`src/verilog/snakePkg.sv`:
```
// snake game shared definitions
// grid coordinates, heading encoding, score and length widths,
// start position of a new game and the apple LFSR constants
package snakePkg;

  // one cell coordinate on the 16x16 grid
  typedef logic [3:0] coord_t;

  // heading encoding, also the bit order of the direction buttons
  typedef enum logic [1:0] {
    UP    = 2'd0,
    DOWN  = 2'd1,
    LEFT  = 2'd2,
    RIGHT = 2'd3
  } heading_t;

  // single bcd digit
  typedef logic [3:0] bcd_t;
  // binary apple count
  typedef logic [7:0] score_t;
  // body length in cells
  typedef logic [7:0] length_t;
  // apple pseudo-random state
  typedef logic [7:0] lfsr_t;

  // head cell of a fresh game, body trails to the left
  localparam coord_t START_X = 4'd8;
  localparam coord_t START_Y = 4'd8;
  localparam int START_LENGTH = 3;
  localparam heading_t START_HEADING = RIGHT;

  // galois lfsr, right shifting
  localparam lfsr_t LFSR_SEED = 8'hA5;
  localparam lfsr_t LFSR_TAPS = 8'hB8;

endpackage
```
`src/verilog/moveIf.sv`:
```
// move interface
// carries one snake move from the body block to the apple and
// score blocks; eat comes back from the apple block in the same cycle
interface moveIf;

  // one-cycle strobe, head and crash are valid with it
  logic moveValid;
  snakePkg::coord_t headX;
  snakePkg::coord_t headY;
  // new head hit the wall or the body
  logic crash;
  // head landed on the apple, combinational
  logic eat;

  modport source (output moveValid, headX, headY, crash, input eat);

  modport apple (input moveValid, headX, headY, crash, output eat);

  modport result (input moveValid, crash, eat);

endinterface

```
`src/verilog/appleGenerator.sv`:
```
// apple generator
// steps an 8-bit galois lfsr on every move and places a new apple
// when the head eats the current one; apples stay inside the wall
module appleGenerator (
  input  logic             hwclk,
  input  logic             arstN_i,
  moveIf.apple             move,
  output snakePkg::coord_t appleX_o,
  output snakePkg::coord_t appleY_o
);

  snakePkg::lfsr_t lfsrQ;
  snakePkg::lfsr_t lfsrNext;

  // one galois step, shifts right and folds in the taps
  function automatic snakePkg::lfsr_t lfsrStep(snakePkg::lfsr_t s);
    if (s[0]) begin
      return (s >> 1) ^ snakePkg::LFSR_TAPS;
    end
    return s >> 1;
  endfunction

  // nibble to a cell in 1..14
  function automatic snakePkg::coord_t toCell(logic [3:0] n);
    return snakePkg::coord_t'(4'd1 + (n % 4'd14));
  endfunction

  assign lfsrNext = lfsrStep(lfsrQ);

  // no eat on a crashing move
  assign move.eat = move.moveValid && !move.crash &&
                    (move.headX == appleX_o) && (move.headY == appleY_o);

  always_ff @(posedge hwclk or negedge arstN_i) begin
    if (!arstN_i) begin
      lfsrQ    <= snakePkg::LFSR_SEED;
      appleX_o <= toCell(snakePkg::LFSR_SEED[7:4]);
      appleY_o <= toCell(snakePkg::LFSR_SEED[3:0]);
    end else if (move.moveValid) begin
      lfsrQ <= lfsrNext;
      // new apple from the stepped value
      if (move.eat) begin
        appleX_o <= toCell(lfsrNext[7:4]);
        appleY_o <= toCell(lfsrNext[3:0]);
      end
    end
  end

endmodule

```
`src/verilog/directionDecoder.sv`:
```
// direction decoder
// synchronizes the four direction buttons, detects rising edges and
// keeps the current heading; a press that reverses the snake is dropped
// buttons_i bit order follows heading_t: 0 up, 1 down, 2 left, 3 right
module directionDecoder (
  input  logic                hwclk,
  input  logic                arstN_i,
  input  logic          [3:0] buttons_i,
  output snakePkg::heading_t  heading_o
);

  logic [3:0] syncQ1;
  logic [3:0] syncQ2;
  logic [3:0] prevQ;
  logic [3:0] rise;
  logic anyRise;
  logic reverse;
  snakePkg::heading_t wanted;

  // opposite headings differ only in bit 0
  function automatic logic isReverse(snakePkg::heading_t a, snakePkg::heading_t b);
    return (a ^ b) == 2'b01;
  endfunction

  // new press is a 0 -> 1 after the synchronizer
  assign rise    = syncQ2 & ~prevQ;
  assign anyRise = |rise;

  // up wins over down over left over right
  always_comb begin
    wanted = heading_o;
    if (rise[0]) begin
      wanted = snakePkg::UP;
    end else if (rise[1]) begin
      wanted = snakePkg::DOWN;
    end else if (rise[2]) begin
      wanted = snakePkg::LEFT;
    end else if (rise[3]) begin
      wanted = snakePkg::RIGHT;
    end
  end

  assign reverse = isReverse(wanted, heading_o);

  always_ff @(posedge hwclk or negedge arstN_i) begin
    if (!arstN_i) begin
      syncQ1    <= '0;
      syncQ2    <= '0;
      prevQ     <= '0;
      heading_o <= snakePkg::START_HEADING;
    end else begin
      // two flops against metastability
      syncQ1 <= buttons_i;
      syncQ2 <= syncQ1;
      prevQ  <= syncQ2;
      // turning back onto the neck is ignored
      if (anyRise && !reverse) begin
        heading_o <= wanted;
      end
    end
  end

endmodule

```
`src/verilog/scoreTracker.sv`:
```
// score tracker
// counts eaten apples in binary and in three bcd digits, and raises a
// sticky game over on a crash or when the snake reaches full length
module scoreTracker #(
  parameter int MAX_LENGTH = 32
) (
  input  logic             hwclk,
  input  logic             arstN_i,
  moveIf.result            move,
  output snakePkg::score_t score_o,
  output snakePkg::bcd_t   scoreOnes_o,
  output snakePkg::bcd_t   scoreTens_o,
  output snakePkg::bcd_t   scoreHundreds_o,
  output logic             gameOver_o
);

  snakePkg::score_t scoreNext;
  snakePkg::bcd_t onesNext;
  snakePkg::bcd_t tensNext;
  snakePkg::bcd_t hundredsNext;
  logic fullLength;

  // bcd increment, each digit wraps after 9
  always_comb begin
    onesNext     = scoreOnes_o + snakePkg::bcd_t'(1);
    tensNext     = scoreTens_o;
    hundredsNext = scoreHundreds_o;
    if (scoreOnes_o == 4'd9) begin
      onesNext = '0;
      tensNext = scoreTens_o + snakePkg::bcd_t'(1);
      if (scoreTens_o == 4'd9) begin
        tensNext     = '0;
        hundredsNext = scoreHundreds_o + snakePkg::bcd_t'(1);
      end
    end
  end

  assign scoreNext = score_o + snakePkg::score_t'(1);

  // body length after this eat
  assign fullLength = (snakePkg::START_LENGTH + int'(scoreNext)) >= MAX_LENGTH;

  always_ff @(posedge hwclk or negedge arstN_i) begin
    if (!arstN_i) begin
      score_o         <= '0;
      scoreOnes_o     <= '0;
      scoreTens_o     <= '0;
      scoreHundreds_o <= '0;
      gameOver_o      <= 1'b0;
    end else if (move.moveValid) begin
      if (move.eat) begin
        score_o         <= scoreNext;
        scoreOnes_o     <= onesNext;
        scoreTens_o     <= tensNext;
        scoreHundreds_o <= hundredsNext;
      end
      // sticky until the next reset
      if (move.crash || (move.eat && fullLength)) begin
        gameOver_o <= 1'b1;
      end
    end
  end

  // crash from the body block must suppress eat in the apple block
  assert property (@(posedge hwclk) disable iff (!arstN_i)
    !(move.eat && move.crash));

endmodule

```
`src/verilog/snakeBody.sv`:
```
// snake body
// holds the body as a list of cells with the head in slot 0; a game
// tick moves the head one cell along the heading and shifts the body,
// flags wall and self collisions and grows the snake after an eat
module snakeBody #(
  parameter int MAX_LENGTH = 32
) (
  input  logic               hwclk,
  input  logic               arstN_i,
  input  snakePkg::heading_t heading_i,
  input  logic               stepPulse_i,
  input  logic               gameOver_i,
  moveIf.source              move
);

  snakePkg::coord_t bodyX [MAX_LENGTH];
  snakePkg::coord_t bodyY [MAX_LENGTH];
  snakePkg::length_t length;
  snakePkg::coord_t nextX;
  snakePkg::coord_t nextY;
  logic stepQ;
  logic moveValidQ;
  logic crashQ;
  logic wallHit;
  logic bodyHit;

  // head candidate, up is toward row 0
  always_comb begin
    nextX = bodyX[0];
    nextY = bodyY[0];
    case (heading_i)
      snakePkg::UP:    nextY = bodyY[0] - 4'd1;
      snakePkg::DOWN:  nextY = bodyY[0] + 4'd1;
      snakePkg::LEFT:  nextX = bodyX[0] - 4'd1;
      snakePkg::RIGHT: nextX = bodyX[0] + 4'd1;
      default:         nextX = bodyX[0];
    endcase
  end

  // outer ring of the grid is wall
  assign wallHit = (nextX == 4'd0) || (nextX == 4'd15) ||
                   (nextY == 4'd0) || (nextY == 4'd15);

  // tail cell moves away this tick, so only length-1 cells count
  always_comb begin
    bodyHit = 1'b0;
    for (int i = 0; i < MAX_LENGTH - 1; i++) begin
      if ((i + 1 < int'(length)) && (bodyX[i] == nextX) && (bodyY[i] == nextY)) begin
        bodyHit = 1'b1;
      end
    end
  end

  always_ff @(posedge hwclk or negedge arstN_i) begin
    if (!arstN_i) begin
      stepQ      <= 1'b0;
      moveValidQ <= 1'b0;
      crashQ     <= 1'b0;
      length     <= snakePkg::length_t'(snakePkg::START_LENGTH);
      // start body in a row, unused slots park on the tail
      for (int i = 0; i < MAX_LENGTH; i++) begin
        if (i < snakePkg::START_LENGTH) begin
          bodyX[i] <= snakePkg::START_X - snakePkg::coord_t'(i);
        end else begin
          bodyX[i] <= snakePkg::START_X - snakePkg::coord_t'(snakePkg::START_LENGTH - 1);
        end
        bodyY[i] <= snakePkg::START_Y;
      end
    end else begin
      // ticks are dropped once the game is over
      stepQ      <= stepPulse_i && !gameOver_i;
      moveValidQ <= stepQ;
      if (stepQ) begin
        crashQ   <= wallHit || bodyHit;
        bodyX[0] <= nextX;
        bodyY[0] <= nextY;
        // old tail stays in slot length, ready for growth
        for (int i = 1; i < MAX_LENGTH; i++) begin
          bodyX[i] <= bodyX[i-1];
          bodyY[i] <= bodyY[i-1];
        end
      end
      if (moveValidQ && move.eat) begin
        length <= length + snakePkg::length_t'(1);
      end
    end
  end

  assign move.moveValid = moveValidQ;
  assign move.crash     = crashQ;
  assign move.headX     = bodyX[0];
  assign move.headY     = bodyY[0];

  // the pipeline needs three cycles per tick
  assert property (@(posedge hwclk) disable iff (!arstN_i)
    stepPulse_i |=> !stepPulse_i [*2]);

  assert property (@(posedge hwclk) disable iff (!arstN_i)
    moveValidQ |=> !moveValidQ);

  // score block ends the game before the list can overflow
  assert property (@(posedge hwclk) disable iff (!arstN_i)
    int'(length) <= MAX_LENGTH);

endmodule

```
`src/verilog/snakeGame.sv`:
```
// snake game core
// top of the game logic: heading decode, body movement, apple
// placement and scoring on a 16x16 grid, advanced by a tick pulse
module snakeGame #(
  parameter int MAX_LENGTH = 32
) (
  input  logic             hwclk,
  input  logic             arstN_i,
  // up, down, left, right in bits 0..3
  input  logic       [3:0] buttons_i,
  input  logic             stepPulse_i,
  output snakePkg::coord_t headX_o,
  output snakePkg::coord_t headY_o,
  output snakePkg::coord_t appleX_o,
  output snakePkg::coord_t appleY_o,
  output snakePkg::bcd_t   scoreOnes_o,
  output snakePkg::bcd_t   scoreTens_o,
  output snakePkg::bcd_t   scoreHundreds_o,
  output snakePkg::score_t score_o,
  output logic             gameOver_o
);

  snakePkg::heading_t heading;
  logic gameOver;

  // one move per tick, body -> apple and score
  moveIf move ();

  directionDecoder decode (
    .hwclk    (hwclk),
    .arstN_i  (arstN_i),
    .buttons_i(buttons_i),
    .heading_o(heading)
  );

  snakeBody #(.MAX_LENGTH(MAX_LENGTH)) execute (
    .hwclk      (hwclk),
    .arstN_i    (arstN_i),
    .heading_i  (heading),
    .stepPulse_i(stepPulse_i),
    .gameOver_i (gameOver),
    .move       (move.source)
  );

  appleGenerator apple (
    .hwclk   (hwclk),
    .arstN_i (arstN_i),
    .move    (move.apple),
    .appleX_o(appleX_o),
    .appleY_o(appleY_o)
  );

  scoreTracker #(.MAX_LENGTH(MAX_LENGTH)) result (
    .hwclk          (hwclk),
    .arstN_i        (arstN_i),
    .move           (move.result),
    .score_o        (score_o),
    .scoreOnes_o    (scoreOnes_o),
    .scoreTens_o    (scoreTens_o),
    .scoreHundreds_o(scoreHundreds_o),
    .gameOver_o     (gameOver)
  );

  assign headX_o    = move.headX;
  assign headY_o    = move.headY;
  assign gameOver_o = gameOver;

endmodule

```
`config.mk`:
```
export PLATFORM = sky130hd
export DESIGN_NAME = snakeGame
export DESIGN_NICKNAME = d
export VERILOG_FILES = /design/src/verilog/snakePkg.sv /design/src/verilog/moveIf.sv /design/src/verilog/appleGenerator.sv /design/src/verilog/directionDecoder.sv /design/src/verilog/scoreTracker.sv /design/src/verilog/snakeBody.sv /design/src/verilog/snakeGame.sv
export SDC_FILE = /design/constraint.sdc
export NUM_CORES = 1
export LEC_CHECK = 0
export BUFFER_PORTS_ARGS = -buffer_cell sky130_fd_sc_hd__buf_4
export CAP_MARGIN = 15
export CORE_MARGIN = 4
export CORE_UTILIZATION = 50
export CTS_CLUSTER_DIAMETER = 40
export DETAILED_ROUTE_END_ITERATION = 12
export PLACE_DENSITY_LB_ADDON = 0.15
export RECOVER_POWER = 25
export SLEW_MARGIN = 10
export SYNTH_ARGS = -nofsm -noshare
export SYNTH_HDL_FRONTEND = slang
export SYNTH_SLANG_ARGS = --single-unit
```
`constraint.sdc`:
```
create_clock -name hwclk -period 5.05 [get_ports hwclk]
set_clock_uncertainty 0.2 [all_clocks]
set_input_delay 0.505 -clock hwclk [delete_from_list [all_inputs] [get_ports hwclk]]
set_output_delay 0.505 -clock hwclk [all_outputs]
set_load 0.005 [all_outputs]
```
==> flow_metrics.env <==
export IMPL_die_x_um=189.5
export IMPL_drc=0
export IMPL_drt_pass1_iterations=5
export IMPL_dpl_cell_count=1845
export IMPL_synthArstFlopShare_pct=100.0
export IMPL_final_cells=1936
export IMPL_min_period_ns=4.123
export IMPL_cap_violations=1
export IMPL_cts_resized=0
export IMPL_die_y_um=189.5
export IMPL_path_cells="nand2_1 -> ha_1 -> xnor2_2 -> buf_4 -> mux2i_4 -> buf_4 -> xor2_1 -> nand2_1 -> nor4_1 -> a2111oi_0 -> o2111ai_1 -> a22oi_1 -> a41oi_2"
export IMPL_crit_path_max_incr_delay_ns=0.67
export IMPL_comb_power_share_pct=38.2
export IMPL_netlist_area_um2=16470
export IMPL_postSynthAreaPerCell_um2=11.65
export IMPL_synth_area_leaders="dfrtp_1, dfstp_2, mux2_2"
export IMPL_n_fill_cell=2723
export IMPL_synth_top_area_share_pct=31.00
export IMPL_power_total_uw=10730
export IMPL_core_um2=32540
export IMPL_clkLatencyLatePin_ns=0.54
export IMPL_critPathArrivalTime_ns=4.32
export IMPL_routed_via_density=5.672
export IMPL_die_area_um2=35900
export IMPL_place_gp_congestion=0.9106
export IMPL_numCtsBuffers=46
export IMPL_synth_seq_area_share_pct=47.91
export IMPL_setup_tns_ns=0
export IMPL_multi_input_area_um2=8021
export IMPL_yosysMostFrequentCell="mux2_2"
export IMPL_synth_top_cell_by_area="dfrtp_1"
export IMPL_cpMaxStageDelayCell="dfstp_2"
export IMPL_critPathKind="reg -> reg"
export IMPL_setup_worst_path_start_class="flop"
export IMPL_synth_enable_flop_cells=0
export IMPL_grt_pass1_vias=11165
export IMPL_grt_max_degree=124
export IMPL_syn_nets=1434
export IMPL_finalNetCount=1478
export IMPL_worstPathMaxFanout=20
export IMPL_hold_class="reg -> reg"
export IMPL_final_hold_violation_count=0
export IMPL_yosysWarningCount=0
export IMPL_dp_hpwl_um=28150
export IMPL_hold_buffers=6
export IMPL_outcome="complete, but fails checks"
export IMPL_setup_viol=0
export IMPL_root_buffer="clkbuf_16"
export IMPL_cp_num_buf_inv=2
export IMPL_post_cts_setup_buffers=0
export IMPL_rsz0062_at_grt="no"
export IMPL_worst_pin_slew_ns=2.456
export IMPL_vdd_ir_drop_max_mv=0.2761
export IMPL_drive_gt1_share_pct=35.34
export IMPL_power_internal_uw=6777
export IMPL_synth_cell_type_count=76
export IMPL_leakagePower_uw=0.008297
export IMPL_initial_core_util_pct=50.62
export IMPL_final_max_slew_violation_count=53
export IMPL_routed_wl_um=41230
export IMPL_relSlewSlack_pct=-63.74
export IMPL_finalInstanceArea_um2=18990
export IMPL_port_buffers=43
export IMPL_powerDensity_nw_per_um2=565.0
export IMPL_end_kind="flop"
export IMPL_seq_area_um2=7890
export IMPL_grt_pass1_wl_um=65890
export IMPL_drt_iter0_drc=877
export IMPL_syn_inst=1413
export IMPL_cp_top_family="compound AO/OA/AOI/OAI gates"
export IMPL_grt_total_usage_pct=23.23
export IMPL_wl_per_cell_um=21.29
export IMPL_ys_ff_latch=310
export IMPL_place_area_um2=17260
export IMPL_ioPinCount=44
export IMPL_switching_share_pct=36.82
export IMPL_finalCritPeriodShare_pct=81.65
export IMPL_cts_tree="built"
export IMPL_seq_power_share_pct=29.9
export IMPL_clockBufferDepth=3
export IMPL_cts_sinks=310
export IMPL_worstPathRequired_ns=5.25
export IMPL_p_clk_share_pct=31.9
export IMPL_diodes=0
export IMPL_syn_to_final_growth_pct=15.29
export IMPL_synth_common_cells="mux2_2, dfrtp_1, xor2_1"
export IMPL_failed_checks="capacitance limit, slew limit"
export IMPL_clkSlewWorstSetupHoldPaths_ns=0.06
export IMPL_fmax_mhz=242.5
export IMPL_antenna_found_initial=0
export IMPL_hold_slack_ns=0.1530
export IMPL_htreeDepth=2
export IMPL_via_count=10981
export IMPL_ant_nets=0
export IMPL_yosys_most_used_dff="dfrtp_1"
export IMPL_rows=66
export IMPL_p_switching_uw=3950
export IMPL_grt_ovfl_total=0
[worst paths after layout]
kind	start	end	slack, ns	cells after the start
min in group asynchronous	arstN_i	result.score_o[1]$_DFFE_PN0P_	0.46	2
hold / removal	decode.syncQ1[2]$_DFF_PN0_	decode.syncQ2[2]$_DFF_PN0_	0.15	0
setup reg to reg	decode.heading_o[1]$_DFFE_PN1P_	execute.move.crash$_DFFE_PN0P_	0.93	13
hold reg to reg	decode.syncQ1[2]$_DFF_PN0_	decode.syncQ2[2]$_DFF_PN0_	0.15	0
max in group asynchronous	arstN_i	execute.bodyX[86]$_DFFE_PN1P_	3.01	3
setup / recovery	decode.heading_o[1]$_DFFE_PN1P_	execute.move.crash$_DFFE_PN0P_	0.93	13
[through the flow]
| step | utilization (%) | setup slack, ns |
|---|---|---|
| after global routing | 58.36 | 0.5893 |
| after CTS | 58.37 | 0.9332 |
| after global placement | 53.04 | 1.005 |
| final | 58.36 | 0.9265 |
| after floorplan | - | 1.195 |
| after detailed placement | 53.04 | 0.9344 |
[power groups by stage]
stage / Combinational (uW) / Clock [uW] / Sequential [uW]
CTS: 4100 / 3480 / 3200
detailed placement: 4060 / 0 / 3240
global placement: 4050 / 0 / 3230
floorplan: 3090 / 0 / 3080
finish: 4100 / 3420 / 3210
global route: 4450 / 3610 / 3240
[state kept, by name (all words and copies together) (netlist names), 8 cells and up]
register and count:
execute.bodyX 120, execute.bodyY 120, apple.lfsrQ 8, execute.length 8, result.score_o 8
[worst register-to-register path, delay by kind of cell, from the launching register on]
| family | cells | cell delay, ns |
|---|---|---|
| buffers and inverters | 2 | 0.62 |
| muxes | 1 | 0.42 |
| AOI/OAI and AO/OA | 4 | 1.00 |
| adders and majority gates | 1 | 0.44 |
| xor gates and xnor gates | 2 | 0.29 |
| DFF | 1 | 0.67 |
| and+or+nand+nor | 3 | 0.35 |
[placed cells by master (no fill, tap or decap), drive strengths merged, types with 36 or more instances in the layout]
cell type / synthesis / routed
nor2: 37 / 37
dfstp: 106 / 106
mux2: 239 / 239
nand3: 36 / 36
xnor2: 130 / 130
o21ai: 44 / 44
clkbuf: 52 / 59
xor2: 136 / 136
buf: 40 / 77
inv: 30 / 40
dfrtp: 204 / 204
nor3: 40 / 40
nand2: 54 / 54
[metal layers]
| layer | part of all wire, % | GRT usage, % | routed length [um] | vias up |
|---|---|---|---|---|
| met2 | 47 | 37.07 | 19320 | 310 |
| met5 | 0 | 0 | 0 | - |
| met3 | 5.3 | 3.577 | 2171 | 70 |
| met4 | 3.4 | 8.180 | 1404 | 0 |
| li1 | - | - | - | 5085 |
| met1 | 44 | 32.54 | 18330 | 5516 |
[layout make-up]
type / instances / area share [%]
clock buffers: 54 / 6.596
repair buffers: 88 / 3.862
inverters: 30 / 0.6063
multi-input cells: 981 / 42.25
flip-flops and latches: 310 / 41.56
well taps: 442 / 2.913
clock inverters: 31 / 2.221
[logic make-up after synthesis]
kind of cell	after synthesis	share of synthesized area (%)
xor+xnor	267	14.38
buf+inv	122	3.579
flops	310	47.91
simple gates	292	9.740
compound gates	164	6.587
mux	244	16.65
fa+ha+maj	14	1.155
Note: power is estimated with default switching activity, not from simulation.
